File: config.mk
export PLATFORM = sky130hd
export DESIGN_NAME = cpu_top
export DESIGN_NICKNAME = d
export VERILOG_FILES = /design/src/verilog/cpu_pkg.sv /design/src/verilog/cpu_top.sv /design/src/verilog/exec_unit.sv /design/src/verilog/fetch_unit.sv /design/src/verilog/bus_arbiter.sv /design/src/verilog/reg_file.sv /design/src/verilog/alu.sv
export SDC_FILE = /design/constraint.sdc
export NUM_CORES = 2
export LEC_CHECK = 0
export BUFFER_PORTS_ARGS = -buffer_cell sky130_fd_sc_hd__buf_4
export CAP_MARGIN = 20
export CORE_MARGIN = 2
export CORE_UTILIZATION = 30
export CTS_CLUSTER_DIAMETER = 80
export DETAILED_ROUTE_END_ITERATION = 8
export PLACE_DENSITY = 0.55
export SLEW_MARGIN = 20
export SYNTH_ARGS = -nofsm -noshare
export SYNTH_HDL_FRONTEND = slang
export SYNTH_SLANG_ARGS = --single-unit
File: constraint.sdc
create_clock -name clock -period 10.1 [get_ports clock]
set_clock_uncertainty 0.15 [all_clocks]
set_input_delay 1.01 -clock clock [delete_from_list [all_inputs] [get_ports clock]]
set_output_delay 1.01 -clock clock [all_outputs]
set_load 0.005 [all_outputs]
File: src/verilog/cpu_pkg.sv
/*
 * Shared definitions for the word-addressed core. Holds the widths, the opcode
 * and ALU enums, the instruction field helpers and the memory bus structs.
 * Design modules take what they need through a wildcard import.
 */
`default_nettype none

package cpu_pkg;

    localparam int DATA_W     = 32;    // Data and word address width
    localparam int REG_ADDR_W = 5;     // Register index width

    // Instruction field positions
    localparam int OPC_LSB = 27;       // Opcode in bits 31..27
    localparam int OPC_W   = 5;
    localparam int RD_LSB  = 22;       // rd in bits 26..22
    localparam int RS_LSB  = 17;       // rs in bits 21..17
    localparam int RT_LSB  = 12;       // rt in bits 16..12
    localparam int IMM_W   = 17;       // Immediate in bits 16..0
    localparam int TGT_W   = 27;       // Jump target in bits 26..0

    // Kept opcodes, anything else runs as a nop
    typedef enum logic [OPC_W-1:0] {
        OP_ADD  = 5'b00000,
        OP_J    = 5'b00001,
        OP_BNE  = 5'b00010,
        OP_ADDI = 5'b00101,
        OP_SW   = 5'b00111,
        OP_LW   = 5'b01000,
        OP_SUB  = 5'b10000,
        OP_AND  = 5'b10001,
        OP_OR   = 5'b10010,
        OP_HALT = 5'b11111
    } opcode_e;

    typedef enum logic [1:0] {
        ALU_ADD,
        ALU_SUB,
        ALU_AND,
        ALU_OR
    } alu_op_e;

    // ------------------------------------------------------------------------
    // Field helpers
    // ------------------------------------------------------------------------
    function automatic opcode_e get_opcode(input logic [DATA_W-1:0] instr);
        return opcode_e'(instr[OPC_LSB +: OPC_W]);
    endfunction

    function automatic logic [REG_ADDR_W-1:0] get_reg(input logic [DATA_W-1:0] instr,
                                                      input int lsb);
        return instr[lsb +: REG_ADDR_W];   // rd, rs or rt by field position
    endfunction

    function automatic logic [DATA_W-1:0] sext_imm(input logic [DATA_W-1:0] instr);
        return {{(DATA_W-IMM_W){instr[IMM_W-1]}}, instr[IMM_W-1:0]};
    endfunction

    function automatic logic [DATA_W-1:0] zext_target(input logic [DATA_W-1:0] instr);
        return {{(DATA_W-TGT_W){1'b0}}, instr[TGT_W-1:0]};
    endfunction

    // Memory bus payloads
    typedef struct packed {
        logic [DATA_W-1:0] addr;    // Word address
        logic [DATA_W-1:0] wdata;   // Store data
        logic              we;      // Write enable
    } mem_req_t;

    typedef struct packed {
        logic [DATA_W-1:0] rdata;   // Read data, don't care after a write
    } mem_rsp_t;

endpackage

`default_nettype wire
File: src/verilog/cpu_top.sv
/*
 * Top level of the core. Connects fetch, execute, the register file and the
 * bus arbiter, and brings the shared memory bus and halted out to the ports.
 */
`timescale 1ns/10ps
`default_nettype none

module cpu_top
    import cpu_pkg::*;
#(
    parameter logic [DATA_W-1:0] RESET_PC = '0,
    parameter int                NUM_REGS = 32
) (
    input  wire            clock,
    input  wire            rst_n,
    output logic           mem_req_valid,
    output mem_req_t       mem_req,
    input  wire            mem_req_ready,
    input  wire            mem_rsp_valid,
    input  wire mem_rsp_t  mem_rsp,
    output logic           halted
);

    // ------------------------------------------------------------------------
    // Internal channels
    // ------------------------------------------------------------------------
    logic                  f_req_valid, f_req_ready, f_rsp_valid;   // Fetch to arbiter
    mem_req_t              f_req;
    mem_rsp_t              f_rsp;
    logic                  e_req_valid, e_req_ready, e_rsp_valid;   // Execute to arbiter
    mem_req_t              e_req;
    mem_rsp_t              e_rsp;
    logic                  instr_valid, instr_ready;                // Instruction hand-off
    logic [DATA_W-1:0]     instr, instr_pc;
    logic                  redirect_valid;
    logic [DATA_W-1:0]     redirect_pc;
    logic [REG_ADDR_W-1:0] rs_addr, rt_addr, wr_addr;               // Register file
    logic [DATA_W-1:0]     rs_data, rt_data, wr_data;
    logic                  wr_en;

    fetch_unit #(.RESET_PC(RESET_PC)) u_fetch (
        .clock, .rst_n,
        .req_valid (f_req_valid), .req (f_req), .req_ready (f_req_ready),
        .rsp_valid (f_rsp_valid), .rsp (f_rsp),
        .instr_valid, .instr, .instr_pc, .instr_ready,
        .redirect_valid, .redirect_pc,
        .halted
    );

    exec_unit u_exec (
        .clock, .rst_n,
        .instr_valid, .instr, .instr_pc, .instr_ready,
        .redirect_valid, .redirect_pc,
        .req_valid (e_req_valid), .req (e_req), .req_ready (e_req_ready),
        .rsp_valid (e_rsp_valid), .rsp (e_rsp),
        .rs_addr, .rt_addr, .rs_data, .rt_data,
        .wr_en, .wr_addr, .wr_data,
        .halted
    );

    reg_file #(.NUM_REGS(NUM_REGS)) u_regs (
        .clock, .rst_n,
        .rs_addr, .rt_addr, .rs_data, .rt_data,
        .wr_en, .wr_addr, .wr_data
    );

    bus_arbiter u_arb (
        .clock, .rst_n,
        .f_req_valid, .f_req, .f_req_ready, .f_rsp_valid, .f_rsp,
        .e_req_valid, .e_req, .e_req_ready, .e_rsp_valid, .e_rsp,
        .mem_req_valid, .mem_req, .mem_req_ready, .mem_rsp_valid, .mem_rsp
    );

endmodule

`default_nettype wire

File: src/verilog/exec_unit.sv
/*
 * Execute unit. Reads operands while it accepts an instruction, then runs the
 * ALU and writes back, or issues a load or store and waits for the response.
 * Taken branches and jumps redirect the fetch unit for one cycle.
 */
`timescale 1ns/10ps
`default_nettype none

module exec_unit
    import cpu_pkg::*;
(
    input  wire                    clock,
    input  wire                    rst_n,
    input  wire                    instr_valid,
    input  wire [DATA_W-1:0]       instr,
    input  wire [DATA_W-1:0]       instr_pc,
    output logic                   instr_ready,
    output logic                   redirect_valid,
    output logic [DATA_W-1:0]      redirect_pc,
    output logic                   req_valid,
    output mem_req_t               req,
    input  wire                    req_ready,
    input  wire                    rsp_valid,
    input  wire mem_rsp_t          rsp,
    output logic [REG_ADDR_W-1:0]  rs_addr,
    output logic [REG_ADDR_W-1:0]  rt_addr,
    input  wire [DATA_W-1:0]       rs_data,
    input  wire [DATA_W-1:0]       rt_data,
    output logic                   wr_en,
    output logic [REG_ADDR_W-1:0]  wr_addr,
    output logic [DATA_W-1:0]      wr_data,
    output logic                   halted
);

    typedef enum logic [1:0] {IDLE, EXECUTE, MEM_WAIT, HALT} state_e;

    state_e            state;
    logic [DATA_W-1:0] ir;          // Accepted instruction
    logic [DATA_W-1:0] ir_pc;
    logic [DATA_W-1:0] op_a;        // rs value
    logic [DATA_W-1:0] op_b;        // rt value, or rd for sw and bne
    opcode_e           in_op;
    opcode_e           opc;
    logic [DATA_W-1:0] imm;
    logic [DATA_W-1:0] alu_b;
    logic [DATA_W-1:0] alu_res;
    alu_op_e           alu_op;
    logic              not_equal;
    logic              is_mem;
    logic              is_alu;

    // ------------------------------------------------------------------------
    // Decode and register read, in the accept cycle
    // ------------------------------------------------------------------------
    assign instr_ready = (state == IDLE);
    assign in_op       = get_opcode(instr);
    assign rs_addr     = get_reg(instr, RS_LSB);
    assign rt_addr     = (in_op == OP_SW || in_op == OP_BNE) ? get_reg(instr, RD_LSB)
                                                             : get_reg(instr, RT_LSB);

    always_ff @(posedge clock) begin
        if (instr_valid && instr_ready) begin
            ir    <= instr;
            ir_pc <= instr_pc;
            op_a  <= rs_data;
            op_b  <= rt_data;
        end
    end

    // ------------------------------------------------------------------------
    // Execute
    // ------------------------------------------------------------------------
    assign opc    = get_opcode(ir);
    assign imm    = sext_imm(ir);
    assign is_mem = (opc == OP_LW) || (opc == OP_SW);
    assign is_alu = opc inside {OP_ADD, OP_SUB, OP_AND, OP_OR, OP_ADDI};
    assign alu_b  = (is_mem || opc == OP_ADDI) ? imm : op_b;

    always_comb begin
        case (opc)
            OP_SUB:  alu_op = ALU_SUB;
            OP_AND:  alu_op = ALU_AND;
            OP_OR:   alu_op = ALU_OR;
            default: alu_op = ALU_ADD;     // add, addi, address calc
        endcase
    end

    alu u_alu (
        .a         (op_a),
        .b         (alu_b),
        .op        (alu_op),
        .result    (alu_res),
        .not_equal (not_equal)
    );

    // Taken bne goes to pc+1+imm, j to the target field
    assign redirect_valid = (state == EXECUTE)
                          && ((opc == OP_BNE && not_equal) || opc == OP_J);
    assign redirect_pc    = (opc == OP_J) ? zext_target(ir) : ir_pc + 1 + imm;

    // Load or store, held until the arbiter takes it
    assign req_valid = (state == EXECUTE) && is_mem;
    assign req       = '{addr: alu_res, wdata: op_b, we: (opc == OP_SW)};

    // Writeback
    assign wr_en   = ((state == EXECUTE) && is_alu)
                   || ((state == MEM_WAIT) && rsp_valid && opc == OP_LW);
    assign wr_addr = get_reg(ir, RD_LSB);
    assign wr_data = (state == MEM_WAIT) ? rsp.rdata : alu_res;
    assign halted  = (state == HALT);

    always_ff @(posedge clock or negedge rst_n) begin
        if (!rst_n) begin
            state <= IDLE;
        end else begin
            case (state)
                IDLE: begin
                    if (instr_valid) begin
                        state <= EXECUTE;
                    end
                end
                EXECUTE: begin
                    if (opc == OP_HALT) begin
                        state <= HALT;
                    end else if (!is_mem) begin
                        state <= IDLE;          // ALU, branch, jump or nop
                    end else if (req_ready) begin
                        state <= MEM_WAIT;
                    end
                end
                MEM_WAIT: begin
                    if (rsp_valid) begin
                        state <= IDLE;
                    end
                end
                HALT: state <= HALT;            // Only reset leaves
            endcase
        end
    end

endmodule

`default_nettype wire

File: src/verilog/fetch_unit.sv
/*
 * Instruction fetch. Keeps the PC and a one-entry prefetch buffer and fetches
 * the next word over its bus channel while the buffer frees up. A redirect
 * from execute empties the buffer and drops any fetch still in flight.
 */
`timescale 1ns/10ps
`default_nettype none

module fetch_unit
    import cpu_pkg::*;
#(
    parameter logic [DATA_W-1:0] RESET_PC = '0
) (
    input  wire                clock,
    input  wire                rst_n,
    output logic               req_valid,
    output mem_req_t           req,
    input  wire                req_ready,
    input  wire                rsp_valid,
    input  wire mem_rsp_t      rsp,
    output logic               instr_valid,
    output logic [DATA_W-1:0]  instr,
    output logic [DATA_W-1:0]  instr_pc,
    input  wire                instr_ready,
    input  wire                redirect_valid,
    input  wire [DATA_W-1:0]   redirect_pc,
    input  wire                halted
);

    logic              req_on;      // Request waiting on the arbiter
    logic              in_flight;   // Accepted, response pending
    logic              discard;     // Pending response is off the old path
    logic              stopped;     // Halt handed over
    logic              buf_valid;
    logic [DATA_W-1:0] pc;          // Next word to fetch
    logic [DATA_W-1:0] req_addr;
    logic [DATA_W-1:0] buf_instr;
    logic [DATA_W-1:0] buf_pc;
    logic              take;
    logic              issue;

    // ------------------------------------------------------------------------
    // Issue when the buffer will be free, never past a halt
    // ------------------------------------------------------------------------
    assign take  = buf_valid & instr_ready;
    assign issue = ~req_on & ~in_flight & ~stopped & ~halted & ~redirect_valid
                 & (~buf_valid | take)
                 & ~(take & (get_opcode(buf_instr) == OP_HALT));

    always_ff @(posedge clock or negedge rst_n) begin
        if (!rst_n) begin
            pc        <= RESET_PC;
            req_on    <= 1'b0;
            in_flight <= 1'b0;
            discard   <= 1'b0;
            stopped   <= 1'b0;
            buf_valid <= 1'b0;
        end else begin
            if (redirect_valid) begin
                pc <= redirect_pc;
            end else if (issue) begin
                pc <= pc + 1;
            end

            if (issue) begin
                req_on <= 1'b1;
            end else if (req_on && req_ready) begin
                req_on    <= 1'b0;
                in_flight <= 1'b1;
            end
            if (rsp_valid) begin
                in_flight <= 1'b0;
            end

            // Mark whatever is still out there as stale
            if (redirect_valid) begin
                discard <= req_on | (in_flight & ~rsp_valid);
            end else if (rsp_valid) begin
                discard <= 1'b0;
            end

            if (redirect_valid || take) begin
                buf_valid <= 1'b0;
            end else if (rsp_valid && !discard) begin
                buf_valid <= 1'b1;
            end

            if (take && get_opcode(buf_instr) == OP_HALT) begin
                stopped <= 1'b1;                // Until reset
            end
        end
    end

    // Fetch payload
    always_ff @(posedge clock) begin
        if (issue) begin
            req_addr <= pc;
        end
        if (rsp_valid && !discard && !redirect_valid) begin
            buf_instr <= rsp.rdata;
            buf_pc    <= req_addr;
        end
    end

    assign req_valid   = req_on;
    assign req         = '{addr: req_addr, wdata: '0, we: 1'b0};   // Reads only
    assign instr_valid = buf_valid;
    assign instr       = buf_instr;
    assign instr_pc    = buf_pc;

endmodule

`default_nettype wire

File: src/verilog/bus_arbiter.sv
/*
 * Shares the external memory bus between the fetch and execute units.
 * Execute has fixed priority, one access is outstanding at a time and each
 * response goes back to the unit that owned the request.
 */
`timescale 1ns/10ps
`default_nettype none

module bus_arbiter
    import cpu_pkg::*;
(
    input  wire             clock,
    input  wire             rst_n,
    // Fetch channel
    input  wire             f_req_valid,
    input  wire mem_req_t   f_req,
    output logic            f_req_ready,
    output logic            f_rsp_valid,
    output mem_rsp_t        f_rsp,
    // Execute channel
    input  wire             e_req_valid,
    input  wire mem_req_t   e_req,
    output logic            e_req_ready,
    output logic            e_rsp_valid,
    output mem_rsp_t        e_rsp,
    // External bus
    output logic            mem_req_valid,
    output mem_req_t        mem_req,
    input  wire             mem_req_ready,
    input  wire             mem_rsp_valid,
    input  wire mem_rsp_t   mem_rsp
);

    logic busy;        // Accepted, waiting for the response
    logic owner_e;     // Owner of the outstanding access
    logic lock;        // Request stalled last cycle
    logic lock_e;      // Grant held while stalled
    logic grant_e;

    // Keep the grant fixed under back-pressure so the bus request holds
    assign grant_e = lock ? lock_e : e_req_valid;

    assign mem_req_valid = ~busy & (grant_e ? e_req_valid : f_req_valid);
    assign mem_req       = grant_e ? e_req : f_req;
    assign e_req_ready   = ~busy &  grant_e & mem_req_ready;
    assign f_req_ready   = ~busy & ~grant_e & mem_req_ready;

    // Response steering by owner
    assign e_rsp_valid = mem_rsp_valid &  owner_e;
    assign f_rsp_valid = mem_rsp_valid & ~owner_e;
    assign e_rsp       = mem_rsp;
    assign f_rsp       = mem_rsp;

    always_ff @(posedge clock or negedge rst_n) begin
        if (!rst_n) begin
            busy    <= 1'b0;
            owner_e <= 1'b0;
            lock    <= 1'b0;
            lock_e  <= 1'b0;
        end else begin
            if (mem_req_valid && mem_req_ready) begin
                busy    <= 1'b1;
                owner_e <= grant_e;
            end else if (mem_rsp_valid) begin
                busy    <= 1'b0;                // Bus free again next cycle
            end
            lock   <= mem_req_valid & ~mem_req_ready;
            lock_e <= grant_e;
        end
    end

endmodule

`default_nettype wire

File: src/verilog/reg_file.sv
/*
 * Register file with two asynchronous read ports and one write port.
 * Register 0 reads as zero and drops writes.
 */
`timescale 1ns/10ps
`default_nettype none

module reg_file
    import cpu_pkg::*;
#(
    parameter int NUM_REGS = 32
) (
    input  wire                   clock,
    input  wire                   rst_n,
    input  wire [REG_ADDR_W-1:0]  rs_addr,
    input  wire [REG_ADDR_W-1:0]  rt_addr,
    output logic [DATA_W-1:0]     rs_data,
    output logic [DATA_W-1:0]     rt_data,
    input  wire                   wr_en,
    input  wire [REG_ADDR_W-1:0]  wr_addr,
    input  wire [DATA_W-1:0]      wr_data
);

    logic [DATA_W-1:0] regs [NUM_REGS];

    always_ff @(posedge clock or negedge rst_n) begin
        if (!rst_n) begin
            for (int i = 0; i < NUM_REGS; i++) begin
                regs[i] <= '0;
            end
        end else if (wr_en && wr_addr != '0 && int'(wr_addr) < NUM_REGS) begin
            regs[wr_addr] <= wr_data;           // r0 never written
        end
    end

    // Out of range indexes read as zero
    assign rs_data = (rs_addr != '0 && int'(rs_addr) < NUM_REGS) ? regs[rs_addr] : '0;
    assign rt_data = (rt_addr != '0 && int'(rt_addr) < NUM_REGS) ? regs[rt_addr] : '0;

endmodule

`default_nettype wire

File: src/verilog/alu.sv
/*
 * Combinational ALU of the execute unit. Wrapping add and subtract, bitwise
 * AND and OR, plus an inequality flag for bne.
 */
`timescale 1ns/10ps
`default_nettype none

module alu
    import cpu_pkg::*;
(
    input  wire [DATA_W-1:0]  a,           // rs operand
    input  wire [DATA_W-1:0]  b,           // rt, rd or immediate
    input  wire alu_op_e      op,
    output logic [DATA_W-1:0] result,
    output logic              not_equal    // Branch condition
);

    always_comb begin
        unique case (op)
            ALU_ADD: result = a + b;       // Wraps at 32 bits
            ALU_SUB: result = a - b;
            ALU_AND: result = a & b;
            ALU_OR:  result = a | b;
        endcase
    end

    assign not_equal = (a != b);

endmodule

`default_nettype wire

==> summary.md <==
| Metric | Value |
|---|---|
| Status | completed |
| Post-Synthesis Cells | 7359 |
| Vias in the first global route | about 57000 |
| CTS Buffer Depth | 3 |
| Cell Rows | 179 |
| Yosys reg bits | approximately 1300 |
| Area contributors post-synth | dfrtp_1, edfxtp_1, nand2_1 |
| H-Tree Depth | 4 |
| Slowest cell on the critical path | and2_1 |
| Non-filler cells, final | 10356 |
| Peak supply drop | roughly 300 µV |
| Final Cell Area | ~80000 µm² |
| CTS sink cnt | 1291 |
| Pwr per Cell Area | about 310 nW/µm² |
| Post-detailed-route count of antenna-violating nets | 0 |
| Maxcap violations | 0 |
| Pins Over Slew Limit | 0 |
| Hold-fix buffers, CTS | 0 |
| Synth area leader | dfrtp_1 |
| Initial DRT Pass Iterations | 6 |
| Slew headroom | around 13% |
| WS Path Type | reg -> out |
| First-pass GRT wire length | between 400000 and 500000 µm |
| Ys flop type | dfrtp_1 |
| RSZ-0062 raised after global routing | no |
| Gpl congestion | approximately 0.94 |
| Pleak | 33.54 nW |
| Hold WC Path Type | in -> async |
| Synthesized cell area | roughly 70000 µm² |
| Worst Setup Start Kind | flip-flop |
| Crit path max fanout | 16 |
| Count leader, synth | nand2_1 |
| CTS tree | done |
| Crit-path cells | nor2_1 -> nand3b_1 -> a21oi_1 -> buf_4 -> and2_1 -> a21o_1 -> inv_1 -> ha_1 -> a21o_1 -> a21o_1 -> o311ai_0 -> nand2_1 -> a41o_1 -> a221o_1 -> a21oi_1 -> a21oi_1 -> buf_4 |
| Post-synthesis sequential area ratio | about 47% |
| Total number of vias | a little under 60000 |
| Number of flops mapped to enable cells by yosys | between 200 and 250 |
| Synth warn | 0 |
| Final wirelength | between 200000 and 300000 µm |
| CP top delay family | compound AO/OA/AOI/OAI gates |
| CP Data Required Time | between 8 and 9 ns |
| Net count, final | between 7000 and 8000 |
| Worst skew pair latency | between 0.8 and 0.9 ns |
| Placed Instances | ~10000 |
| Worst slew pin tran | 1.295 ns |
| Mean post-synth cell area | ~9.7 µm² |
| Die Span Y | roughly 490 µm |
| Setup TNS | 0 ns |
| Crit path DAT | around 6.7 ns |
| Max Clk Rate | between 100 and 150 MHz |
| Die width | roughly 490 µm |
| Pin count of the biggest net entering global routing | 164 |
| Share of the synthesized area in the top cell type | 37.37% |
| Final min period | 7.813 ns |
| Post-synth cell types | 92 |
| FFs w/ async S/R, synth | between 80 and 90% |
| # IOs | around 100 |
| Hold Violations, Final | 0 |
| Crit path capture type | output pin |
| CTS root buffer | clkbuf_16 |
| Synthesized net count | 7525 |
| DRC Markers | 0 |
| Part of the cycle the worst path needs | 77.36% |
| Via/cell ratio | ~5.7 |
| CP max stage delay | approximately 0.8 ns |
| Initial antenna violation count | 18 |
| Cell Area, Placed | between 70000 and 80000 µm² |
| Post_cts resized | 0 |
| Total die area | ~240000 µm² |
| Post-CTS Setup Bufs | 0 |
| Starting density of the core | around 30% |
| Clock-pin transition on the worst setup and hold timing paths | roughly 0.070 ns |
| HPWL Detailed | 169600 µm |
| Filler cells | approximately 24000 |
| IO Port Bufs | ~100 |
| Total track usage | 22.64% |
| Most frequent cells after synthesis | nand2_1, dfrtp_1, o21ai_0 |
| Bufs and invs on worst path | 3 |
| Area growth syn-to-layout | 12.47% |
| Total core area | between 200000 and 250000 µm² |
| Layout cell share with drive strength beyond 1 | 16.36% |
| Inserted Clock Buffers | approximately 140 |
| Iter 0 DRT Violations | 7048 |
| Final setup viols | 0 |
| Routed len/inst | ~27 µm |
| Final global-route overflow total | 0 |
## worst register-to-register path, stage by stage (launching register included)
cell and delay (ns):
edfxtp_1 0.65, nor2_1 0.24, nand3b_1 0.16, a21oi_1 0.17
buf_4 0.27, and2_1 0.79, a21o_1 0.20, inv_1 0.07
ha_1 0.43, or2_2 0.39, nor3_1 0.30, and2_1 0.30
nand4_1 0.20, o21bai_1 0.67, nand2_1 0.83, nor3_2 0.41
buf_4 0.55
## cell usage in the layout, fill, tap and decap left out, types with 46 or more instances in the layout
master	synthesis	layout
nand2_1	1760	1736
mux4_2	260	260
nor2_1	226	217
and3_1	109	109
o221ai_1	46	46
a21oi_1	188	186
o31ai_1	75	74
buf_4	1	247
mux2i_1	152	135
inv_1	121	121
edfxtp_1	224	224
a311oi_1	124	124
a21o_1	49	48
dfrtp_1	1067	1067
nor3_1	65	61
nand3_1	346	337
clkbuf_16	0	146
o22ai_1	54	53
ha_1	127	127
mux2_2	268	265
o21ai_0	751	751
## per-stage QoR
step                hold slack (ns)  total power [W]  util, %  setup WS, ns
global placement             0.2301          0.01948    31.75         3.040
global route                 0.1516          0.02660    33.84         1.874
floorplan                    0.2503          0.01527        -        0.5515
finish                      0.07734          0.02530    33.84         2.287
detailed placement           0.2371          0.01965    31.76         2.878
CTS                          0.1209          0.02515    33.81         1.970
## report_power, final
group / leakage (nW) / switching (W) / internal [W]
Combinational: 14.3 / 0.00783 / 0.00364
Sequential: 16.9 / 0.00140 / 0.00697
Clock: 2.39 / 0.00234 / 0.00313
Total: 33.5 / 0.0116 / 0.0137
## sequential cells by signal (all words and copies together) (netlist names)
register             count
u_fetch.stopped          1
u_fetch.req_addr        32
u_arb.lock_e             1
u_exec.state             2
u_arb.lock               1
u_exec.op_a             32
u_fetch.discard          1
u_exec.op_b             32
u_fetch.in_flight        1
u_arb.owner_e            1
u_exec.ir               32
u_exec.ir_pc            32
u_fetch.instr_pc        32
u_regs.regs           1024
u_fetch.instr_valid      1
u_arb.busy               1
u_fetch.req_valid        1
u_fetch.instr           32
u_fetch.pc              32
## final timing paths
| check | cells after the start | slack [ns] | startpoint | endpoint |
|---|---|---|---|---|
| max | 17 | 2.29 | u_exec.ir[28]$_DFFE_PP_ | mem_req[56] |
| min | 1 | 0.08 | rst_n | u_regs.regs[343]$_DFFE_PN0P_ |
| max reg2reg | 16 | 2.94 | u_exec.ir[28]$_DFFE_PP_ | u_fetch.instr_pc[14]$_DFFE_PP_ |
| min reg2reg | 0 | 0.24 | u_regs.regs[1011]$_DFFE_PN0P_ | u_regs.regs[1011]$_DFFE_PN0P_ |
| max in group asynchronous | 3 | 7.33 | rst_n | u_regs.regs[246]$_DFFE_PN0P_ |
| min in group clock | 1 | 0.23 | mem_rsp[0] | u_fetch.instr[0]$_DFFE_PP_ |
## per-layer routing
| layer | global-route usage [%] | vias up | part of all wire, % |
|---|---|---|---|
| met3 | 4.192 | 607 | 8.7 |
| li1 | - | 25799 | - |
| met2 | 35.32 | 2995 | 45 |
| met1 | 31.02 | 29820 | 42 |
| met5 | 0 | - | 0.031 |
| met4 | 8.883 | 12 | 4.1 |
## cells by family (layout without fill, tap and decap cells)
| family | Yosys count | count (layout) | share of synthesized area, % |
|---|---|---|---|
| mux | 680 | 680 | 14.55 |
| buf+inv | 818 | 646 | 4.471 |
| fa+ha+maj | 131 | 131 | 2.322 |
| other cells | 0 | 2 | 0 |
| simple gates | 2705 | 2705 | 16.14 |
| flops | 1291 | 1291 | 46.79 |
| xor+xnor | 56 | 56 | 0.6865 |
| compound gates | 1678 | 1678 | 15.04 |
## final cells by class
| class | instances | area, µm² | share of cell area, % |
|---|---|---|---|
| Antenna cell | 2 | 5.005 | 0.006229 |
| Multi-Input combinational cell | 5250 | 35450 | 44.12 |
| Timing Repair Buffer | 263 | 2157 | 2.685 |
| Tap cell | 3167 | 3963 | 4.932 |
| Clock buffer | 201 | 4150 | 5.165 |
| Sequential cell | 1291 | 33430 | 41.60 |
| Clock inverter | 60 | 734.5 | 0.9141 |
| Inverter | 122 | 457.9 | 0.5700 |
No activity file was read; power rests on OpenSTA's default activity.
